$ cat config.mk
export PLATFORM = sky130hd
export DESIGN_NAME = pow_top
export DESIGN_NICKNAME = d
export VERILOG_FILES = /design/src/design/pow_data_pkg.sv /design/src/design/pow_ctrl_pkg.sv /design/src/design/pow_cfg_regs.sv /design/src/design/pow_5_en_pipe.sv /design/src/design/pow_result_acc.sv /design/src/design/pow_top.sv
export VERILOG_INCLUDE_DIRS = /design/src /design/src/design
export SDC_FILE = /design/constraint.sdc
export NUM_CORES = 1
export LEC_CHECK = 0
export BUFFER_PORTS_ARGS = -buffer_cell sky130_fd_sc_hd__clkbuf_2
export CAP_MARGIN = 20
export CORE_UTILIZATION = 40
export DETAILED_ROUTE_END_ITERATION = 12
export GPL_ROUTABILITY_DRIVEN = 0
export PLACE_DENSITY = 0.7
export SLEW_MARGIN = 0
export SYNTH_ARGS = -nofsm -noshare
export SYNTH_HDL_FRONTEND = slang
export SYNTH_SLANG_ARGS = --single-unit
$ cat constraint.sdc
create_clock -name clk -period 5.1 [get_ports clk]
set_clock_uncertainty 0.15 [all_clocks]
set_input_delay 0.765 -clock clk [delete_from_list [all_inputs] [get_ports clk]]
set_output_delay 0.765 -clock clk [all_outputs]
set_load 0.02 [all_outputs]
$ cat src/design/pow_cfg.svh
`ifndef POW_CFG_SVH
`define POW_CFG_SVH

// Operand width, every power is kept modulo 2 to this power.
`define POW_W      8

// Number of pipeline stages, one per power from 1 to 5.
`define POW_STAGES 5

// Width of the register write address.
`define POW_ADDR_W 2

`endif

$ cat src/design/pow_data_pkg.sv
`include "pow_cfg.svh"
`default_nettype none

package pow_data_pkg;

    // One unsigned operand or partial power.
    typedef logic [`POW_W-1:0] operand_t;

    // Element 4 is the first power and element 0 the fifth.
    typedef operand_t [`POW_STAGES-1:0] res_vec_t;

    // Valid bits, indexed like res_vec_t.
    typedef logic [`POW_STAGES-1:0] vld_vec_t;

endpackage

`default_nettype wire

$ cat src/design/pow_ctrl_pkg.sv
`include "pow_cfg.svh"
`default_nettype none

package pow_ctrl_pkg;

    // Register map of the write port.
    typedef enum logic [`POW_ADDR_W-1:0] {
        ADDR_CTRL = `POW_ADDR_W'd0, // bit 0 of the data is the run bit.
        ADDR_STEP = `POW_ADDR_W'd1, // any write gives one enabled cycle.
        ADDR_CLR  = `POW_ADDR_W'd2  // any write clears the accumulator.
    } reg_addr_e;

    // Control register, run sits in bit 0.
    typedef struct packed {
        logic [6:0] rsvd; // reads back as zero.
        logic       run;
    } ctrl_reg_t;

endpackage

`default_nettype wire

$ cat src/design/pow_cfg_regs.sv
`timescale 1ns/1ps
`default_nettype none

module pow_cfg_regs
    import pow_ctrl_pkg::*;
(
    input  logic       clk,
    input  logic       rst_n,
    input  logic       wr_en,
    input  reg_addr_e  wr_addr,
    input  logic [7:0] wr_data,
    output logic       clk_en,
    output logic       acc_clr,
    output logic       run
);

    ctrl_reg_t ctrl_q;  // control register.
    logic      step_q;  // one-cycle step pulse.
    logic      clr_q;   // one-cycle clear pulse.

    logic      wr_ctrl;
    logic      wr_step;
    logic      wr_clr;

    // Address decode of the write strobe.
    assign wr_ctrl = wr_en && (wr_addr == ADDR_CTRL);
    assign wr_step = wr_en && (wr_addr == ADDR_STEP);
    assign wr_clr  = wr_en && (wr_addr == ADDR_CLR);

    always_ff @(posedge clk) begin
        if (!rst_n) begin
            ctrl_q <= '0;
        end else if (wr_ctrl) begin
            ctrl_q <= '{rsvd: '0, run: wr_data[0]}; // reserved bits are not stored.
        end
    end

    always_ff @(posedge clk) begin
        if (!rst_n) begin
            step_q <= 1'b0;
        end else begin
            step_q <= wr_step; // high for the cycle after the write.
        end
    end

    always_ff @(posedge clk) begin
        if (!rst_n) begin
            clr_q <= 1'b0;
        end else begin
            clr_q <= wr_clr; // high for the cycle after the write.
        end
    end

    assign run     = ctrl_q.run;
    assign clk_en  = ctrl_q.run | step_q; // free running or a single step.
    assign acc_clr = clr_q;

    // The accumulator sees each clear as a single pulse.
    a_clr_single : assert property (
        @(posedge clk) disable iff (!rst_n)
        acc_clr |=> !acc_clr
    ) else $error("acc_clr stayed high for two cycles.");

endmodule

`default_nettype wire

$ cat src/design/pow_5_en_pipe.sv
`timescale 1ns/1ps
`include "pow_cfg.svh"
`default_nettype none

module pow_5_en_pipe
    import pow_data_pkg::*;
(
    input  logic     clk,
    input  logic     rst_n,
    input  logic     clk_en,
    input  logic     arg_vld,
    input  operand_t arg,
    output vld_vec_t res_vld,
    output res_vec_t res
);

    // Valid bits in output order, bit 4 is stage 1 and bit 0 stage 5.
    vld_vec_t vld_q;

    // Operand copies travel with the data through stages 1 to 4.
    // Stage 5 has no successor, so the operand is not carried there.
    operand_t opnd_q [1:`POW_STAGES-1];

    // Partial powers of stages 2 to 5. Stage 1 shows the operand itself.
    operand_t pow_q  [2:`POW_STAGES];

    // Valid shift register, the only flops with a reset.
    always_ff @(posedge clk) begin
        if (!rst_n) begin
            vld_q <= '0;
        end else if (clk_en) begin
            vld_q <= {arg_vld, vld_q[`POW_STAGES-1:1]}; // new operand enters at stage 1.
        end
    end

    // Datapath flops, frozen together with the valid bits.
    always_ff @(posedge clk) begin
        if (clk_en) begin
            opnd_q[1] <= arg;
            pow_q[2]  <= opnd_q[1] * opnd_q[1];

            for (int k = 2; k < `POW_STAGES; k++) begin
                opnd_q[k] <= opnd_q[k-1];
            end

            // Each stage multiplies by the operand once more and keeps the low w bits.
            for (int k = 3; k <= `POW_STAGES; k++) begin
                pow_q[k] <= pow_q[k-1] * opnd_q[k-1];
            end
        end
    end

    assign res_vld = vld_q;

    // Stage k appears at element POW_STAGES - k.
    always_comb begin
        res[`POW_STAGES-1] = opnd_q[1];
        for (int k = 2; k <= `POW_STAGES; k++) begin
            res[`POW_STAGES-k] = pow_q[k];
        end
    end

    a_vld_known : assert property (
        @(posedge clk) disable iff (!rst_n)
        !$isunknown(res_vld)
    ) else $error("res_vld has unknown bits after reset.");

    // A frozen pipeline must not lose or create results.
    a_vld_frozen : assert property (
        @(posedge clk) disable iff (!rst_n)
        !clk_en |=> $stable(res_vld)
    ) else $error("res_vld changed while clk_en was low.");

endmodule

`default_nettype wire

$ cat src/design/pow_result_acc.sv
`timescale 1ns/1ps
`default_nettype none

module pow_result_acc
    import pow_data_pkg::*;
(
    input  logic        clk,
    input  logic        rst_n,
    input  logic        clk_en,
    input  logic        acc_clr,
    input  logic        fin_vld,
    input  operand_t    fin,
    output logic [15:0] result_count,
    output operand_t    checksum
);

    logic     [15:0] count_q;
    operand_t        sum_q;

    always_ff @(posedge clk) begin
        if (!rst_n || acc_clr) begin
            count_q <= '0; // a clear wins over a result in the same cycle.
            sum_q   <= '0;
        end else if (clk_en && fin_vld) begin
            count_q <= count_q + 16'd1;
            sum_q   <= sum_q + fin; // wraps modulo 2 to the operand width.
        end
    end

    assign result_count = count_q;
    assign checksum     = sum_q;

    // Only a clear may move the count backwards, apart from a 16-bit wrap.
    a_count_mono : assert property (
        @(posedge clk) disable iff (!rst_n)
        !acc_clr |=> (result_count >= $past(result_count)) ||
                     ($past(result_count) == 16'hffff)
    ) else $error("result_count decreased without a clear.");

endmodule

`default_nettype wire

$ cat src/design/pow_top.sv
`timescale 1ns/1ps
`default_nettype none

module pow_top
    import pow_data_pkg::*, pow_ctrl_pkg::*;
(
    input  logic        clk,
    input  logic        rst_n,
    input  logic        wr_en,
    input  reg_addr_e   wr_addr,
    input  logic [7:0]  wr_data,
    input  logic        arg_vld,
    input  operand_t    arg,
    output vld_vec_t    res_vld,
    output res_vec_t    res,
    output logic [15:0] result_count,
    output operand_t    checksum,
    output logic        clk_en
);

    logic acc_clr; // one-cycle clear from the register block.

    pow_cfg_regs i_cfg_regs (
        .clk     (clk),
        .rst_n   (rst_n),
        .wr_en   (wr_en),
        .wr_addr (wr_addr),
        .wr_data (wr_data),
        .clk_en  (clk_en),
        .acc_clr (acc_clr),
        .run     ()          // run is already visible through clk_en.
    );

    pow_5_en_pipe i_pipe (
        .clk     (clk),
        .rst_n   (rst_n),
        .clk_en  (clk_en),
        .arg_vld (arg_vld),
        .arg     (arg),
        .res_vld (res_vld),
        .res     (res)
    );

    // The accumulator taps the fifth-power stage.
    pow_result_acc i_acc (
        .clk          (clk),
        .rst_n        (rst_n),
        .clk_en       (clk_en),
        .acc_clr      (acc_clr),
        .fin_vld      (res_vld[0]),
        .fin          (res[0]),
        .result_count (result_count),
        .checksum     (checksum)
    );

endmodule

`default_nettype wire

# Yosys cells after proc, flatten, opt, wreduce, memory -nomap -nowiden
# Memories as Yosys holds them, arrays and structs flattened.
# Index checks and enable logic that the tools add are counted.
[word_totals] register_bits=32 latch_bits=0 ram_bits=64 romBits=0 in_bits=22 output_inout_bits=70 word_cells=26 memories=2
[mem_list] memory="i_pipe.opnd_q" words=4 word_bits=8 rd=4 rd_clocked_by_memory_dff=0 wr=4 line_no="pow_5_en_pipe.sv:22" rtl="operand_t opnd_q [1:`POW_STAGES-1];"
[mem_list] memory="i_pipe.pow_q" words=4 word_bits=8 rd=4 rd_clocked_by_memory_dff=0 wr=4 line_no="pow_5_en_pipe.sv:25" rtl="operand_t pow_q [2:`POW_STAGES];"
[classes] add_sub_neg=2 n_mul=4 n_div=0 n_lt_le_gt_ge=0 eq_ne=2 shift=0 n_mux=2 bitwise=1 reduce_logical=7
[op_table] operator="8-bit by 8-bit multiplier with 8-bit output" n=4
[op_table] operator="16-bit by 1-bit adder with 16-bit output, second input constant" n=1
[op_table] operator="8-bit adder" n=1
[op_table] operator="1-bit logical AND" n=4
[op_table] operator="2-bit by 1-bit equality test with 1-bit output, second input constant" n=1
[op_table] operator="2-bit equality test, second input constant" n=1
[op_table] operator="2-bit logical NOT" n=1
[op_table] operator="1-bit two-way mux" n=2
[op_table] operator="1-bit logical NOT" n=1
[op_table] operator="1-bit logical OR" n=1
[op_table] operator="1-bit bitwise OR" n=1

# Logic depth before layout (Yosys ltp)
[depth] ltp_word=3 depth_mapped=15 mapped_depth_nobuf=14

# Modules after synthesis
# A second synthesis with hierarchy kept.
[hier_totals] cells_unflattened=608 area_unflattened_um2=6583.8
[by_module_without_submodules] mod="pow_5_en_pipe" n_inst=1 cells_each=448 area_each_um2=5173.7 seq_area_each_um2=1901.8
[by_module_without_submodules] mod="pow_result_acc" n_inst=1 cells_each=149 area_each_um2=1295.0 seq_area_each_um2=480.5
[by_module_without_submodules] mod="pow_cfg_regs" n_inst=1 cells_each=11 area_each_um2=115.1 seq_area_each_um2=60.1

# Worst setup path before layout
# OpenSTA, ideal clock, no wires.
[synth_timing] path_kind="register to register" startpoint="register i_pipe.pow_q[1][9] (netlist name)" endpoint="register i_pipe.pow_q[2][7] (netlist name)" setup_time_ns=0.260 t_arrival_ns=3.389 required_ns=4.690 path_slack_ns=1.301 stages_incl_launch_ff=13 path_buffers=0 synth_period_minus_slack_ns=3.799 cell_sequence="edfxtp_1 and2_1 fa_1 fa_1 ha_1 inv_1 fa_1 inv_1 ha_1 a21o_1 a21oi_1 xnor2_1 xnor2_1"

==> impl_results.md <==
* Quantity of hold-fixing buffers added after cts at 0
* I/O pin count at 92
* DR pass1 iterations at 4
* Kind of end point of the critical path: flop
* Critical path arrival at 3.85 ns
* Net Switching at 0.582 mW
* Number of antenna-violating nets in the routed design at 0
* Required time at the endpoint of the critical path at 5.04 ns
* Static leakage at 3.29 nW
* Crit path cell chain: and2_1 > fa_1 > fa_1 > ha_1 > inv_1 > fa_1 > inv_1 > ha_1 > a21o_1 > a21oi_1 > xnor2_1 > xnor2_1
* Setup tns final at 0 ns
* Critical-path cell with the highest stage delay: sky130_fd_sc_hd__fa_1
* Global route total overflow at 0
* Synth top area share at 27.4%
* Relative max-transition margin at 35.4%
* Netlist Area Pre-Place at 0.00658 sq mm
* Transition time of the tightest slew-check pin at 0.969 ns
* Result of the run: finished, final reports clean
* Leading area contributor after synthesis: sky130_fd_sc_hd__edfxtp_1
* Peak per-stage delay on the critical path at 0.52 ns
* Horiz. Die Dim at 130 microns
* Die area at 0.0170 sq mm
* FFs w/ async S/R, synth at 0%
* Post-synthesis cell type count at 38
* Routed via count at 4380
* Most used flip-flop cell after synthesis: sky130_fd_sc_hd__edfxtp_1
* Final Hold Fails at 0
* Worst Setup Start Kind: flop
* Initial Util at 41.1%
* Portion of total power attributed to combinational logic at 24.1%
* Synth Area per Inst at 10.4 sq um
* Number of synthesis warnings at 0
* Clock share of power at 32.6%
* Cell occurring most often along the worst timing path: sky130_fd_sc_hd__fa_1
* Global-route wire length before repair at 20.3 mm
* Number of global-route vias before repair at 4245
* Dpl cells at 917
* Skew-Pair Late Insertion Delay at 0.35 ns
* Category of the most critical setup path: flop to flop
* I/O Buffers at 83
* Pin count of the biggest net entering global routing at 66
* Total wire length after detailed routing at 12.2 mm
* Resized Gates After CTS at 0
* Post-CTS repair timing setup buffer count at 0
* Number of rows created at floorplan at 46
* Final-layout worst hold slack at 0.309 ns
* Crit Path Max Fanout at 8
* RSZ-0062 raised after global routing: no
* Final clock period utilization by the worst path at 76.6%
* DR DRC count at 0
* Clock sinks at 92
* Total half-perimeter wirelength after legalization and detailed placement at 9.48 mm
* Switching share of total power at 28.6%
* Max H-tree Level at 3
* Total CTS buffers at 9
* Sequential cell fraction of total power at 43.3%
* Maximum VDD drop at 166 uV
* Leading post-synthesis cells by cell area: sky130_fd_sc_hd__edfxtp_1, sky130_fd_sc_hd__ha_1, sky130_fd_sc_hd__fa_1, sky130_fd_sc_hd__dfxtp_1, sky130_fd_sc_hd__xnor2_1
* Ant diodes at 0
* DRC marker count from the first detailed-route iteration at 221
* Core area at 0.0160 sq mm
* Power density relative to cell area at 273 mW/mm^2
* Post-layout net count at 846
* Path class of the lowest-slack min-delay path: flop to flop
* Register bit count reported by yosys at 92
* Max cap viols at 0
* Area Growth Syn to Fin at 13.5%
* Clock Path Buffers at 2
* Post-detailed-route via-to-cell ratio at 4.69
* Initial antenna violation count at 0
* Maximum frequency from static timing analysis at 256 MHz
* Final setup violation count at 0
* Die H at 130 microns
* Power Internal at 1.45 mW
* Clk slew on worst S/H paths at 0.06 ns
* Per-cell routed wire length at 13.1 microns
* Global-route usage over all layers at 15.6%
* Shortest period the worst path allows at 3.91 ns
* Share of layout cells above drive strength 1 at 14.4%
* CTS root buffer: sky130_fd_sc_hd__clkbuf_16
* Register area share after synthesis at 37.1%
* Cell count after synthesis at 633
* Non-filler cells, final at 933
* Clock tree from TritonCTS: yes
* Number of flops mapped to enable cells by yosys at 60
* Highest-count cells in the layout ignoring fill and taps: sky130_fd_sc_hd__inv_1, sky130_fd_sc_hd__clkbuf_2, sky130_fd_sc_hd__nand2_1
* Final max-slew violation count at 0
* Most common cell after layout, fill and taps aside: sky130_fd_sc_hd__inv_1
area by class of cell:
class / count / area, sq um
flip-flops and latches: 92 / 2440
clock buffers: 12 / 268
repair buffers: 86 / 438
inverters: 90 / 338
well taps: 216 / 270
multi-input cells: 433 / 3680
fillers: 1548 / 8530
clock inverters: 4 / 31.3
synthesized netlist by cell type, drive strengths merged (5+ instances only):
library cell	n
a21boi	7
a21o	8
a21oi	19
and2	65
buf	13
clkbuf	8
dfxtp	32
edfxtp	60
fa	43
ha	69
inv	90
nand2	70
nand3	7
nand4	5
nor2	17
nor3	6
o21ai	6
xnor2	53
xor2	16
flip-flops by register name (all words and copies together) (netlist names):
name / cells
i_acc.checksum: 8
i_cfg_regs.run: 1
i_pipe.res_vld: 5
i_pipe.pow_q: 29
i_acc.result_count: 16
i_cfg_regs.acc_clr: 1
i_cfg_regs.step_q: 1
i_pipe.opnd_q: 31
final timing paths:
kind | end | start | cells past startpoint | slack (ns)
setup / recovery | i_pipe.pow_q[2][7] | i_pipe.pow_q[1][9] | 12 | 1.19
hold / removal | i_pipe.opnd_q[0][31] | i_pipe.opnd_q[0][23] | 0 | 0.31
setup reg to reg | i_pipe.pow_q[2][7] | i_pipe.pow_q[1][9] | 12 | 1.19
hold reg to reg | i_pipe.opnd_q[0][31] | i_pipe.opnd_q[0][23] | 0 | 0.31
through the flow:
| stage | instance area, sq um | worst slack, ns | total power, mW | utilization (%) |
|---|---|---|---|---|
| 2_1_floorplan | 6590 | 1.30 | 1.29 | - |
| 3_3_place_gp | 7170 | 1.18 | 1.39 | 44.8 |
| 3_5_place_dp | 7170 | 1.19 | 1.40 | 44.8 |
| 4_1_cts | 7470 | 1.18 | 2.07 | 46.7 |
| 5_1_grt | 7470 | 1.01 | 2.16 | 46.7 |
| 6_report | 7470 | 1.19 | 2.04 | 46.7 |
kinds of logic (layout without fill, tap and decap cells):
kind of cell | count (synthesis) | count (layout) | share of synthesized area [%]
other | 1 | 4 | 0.0570
AND/OR/NAND/NOR | 193 | 193 | 15.0
AO/OA/AOI/OAI | 55 | 55 | 5.38
buffers and inverters | 111 | 192 | 7.07
adder cells (fa/ha/maj) | 112 | 112 | 26.2
flip-flops | 92 | 92 | 37.1
XOR/XNOR | 69 | 69 | 9.18
worst max-delay path: cells and delay by family (launching register included):
family                   cells  cell delay (ns)
AND/OR/NAND/NOR              1             0.23
flip-flops                   1             0.51
buffers and inverters        2             0.09
AO/OA/AOI/OAI                2             0.38
XOR/XNOR                     2             0.26
adder cells (fa/ha/maj)      5             2.03
power by group through the flow:
stage	Combinational, mW	Clock (mW)	Sequential [mW]
floorplan	0.380	0	0.909
global placement	0.486	0	0.899
detailed placement	0.500	0	0.899
CTS	0.502	0.681	0.883
global route	0.566	0.705	0.887
finish	0.491	0.663	0.882
metal layers:
layer / routed length (microns) / vias to the layer above / GRT usage [%]
met5: 0 / - / 0
met3: 525 / 9 / 4.26
met1: 5620 / 2094 / 19.7
met4: 140 / 0 / 4.45
li1: - / 2200 / -
met2: 5950 / 77 / 26.2
Note: power is estimated with default switching activity, not from simulation.
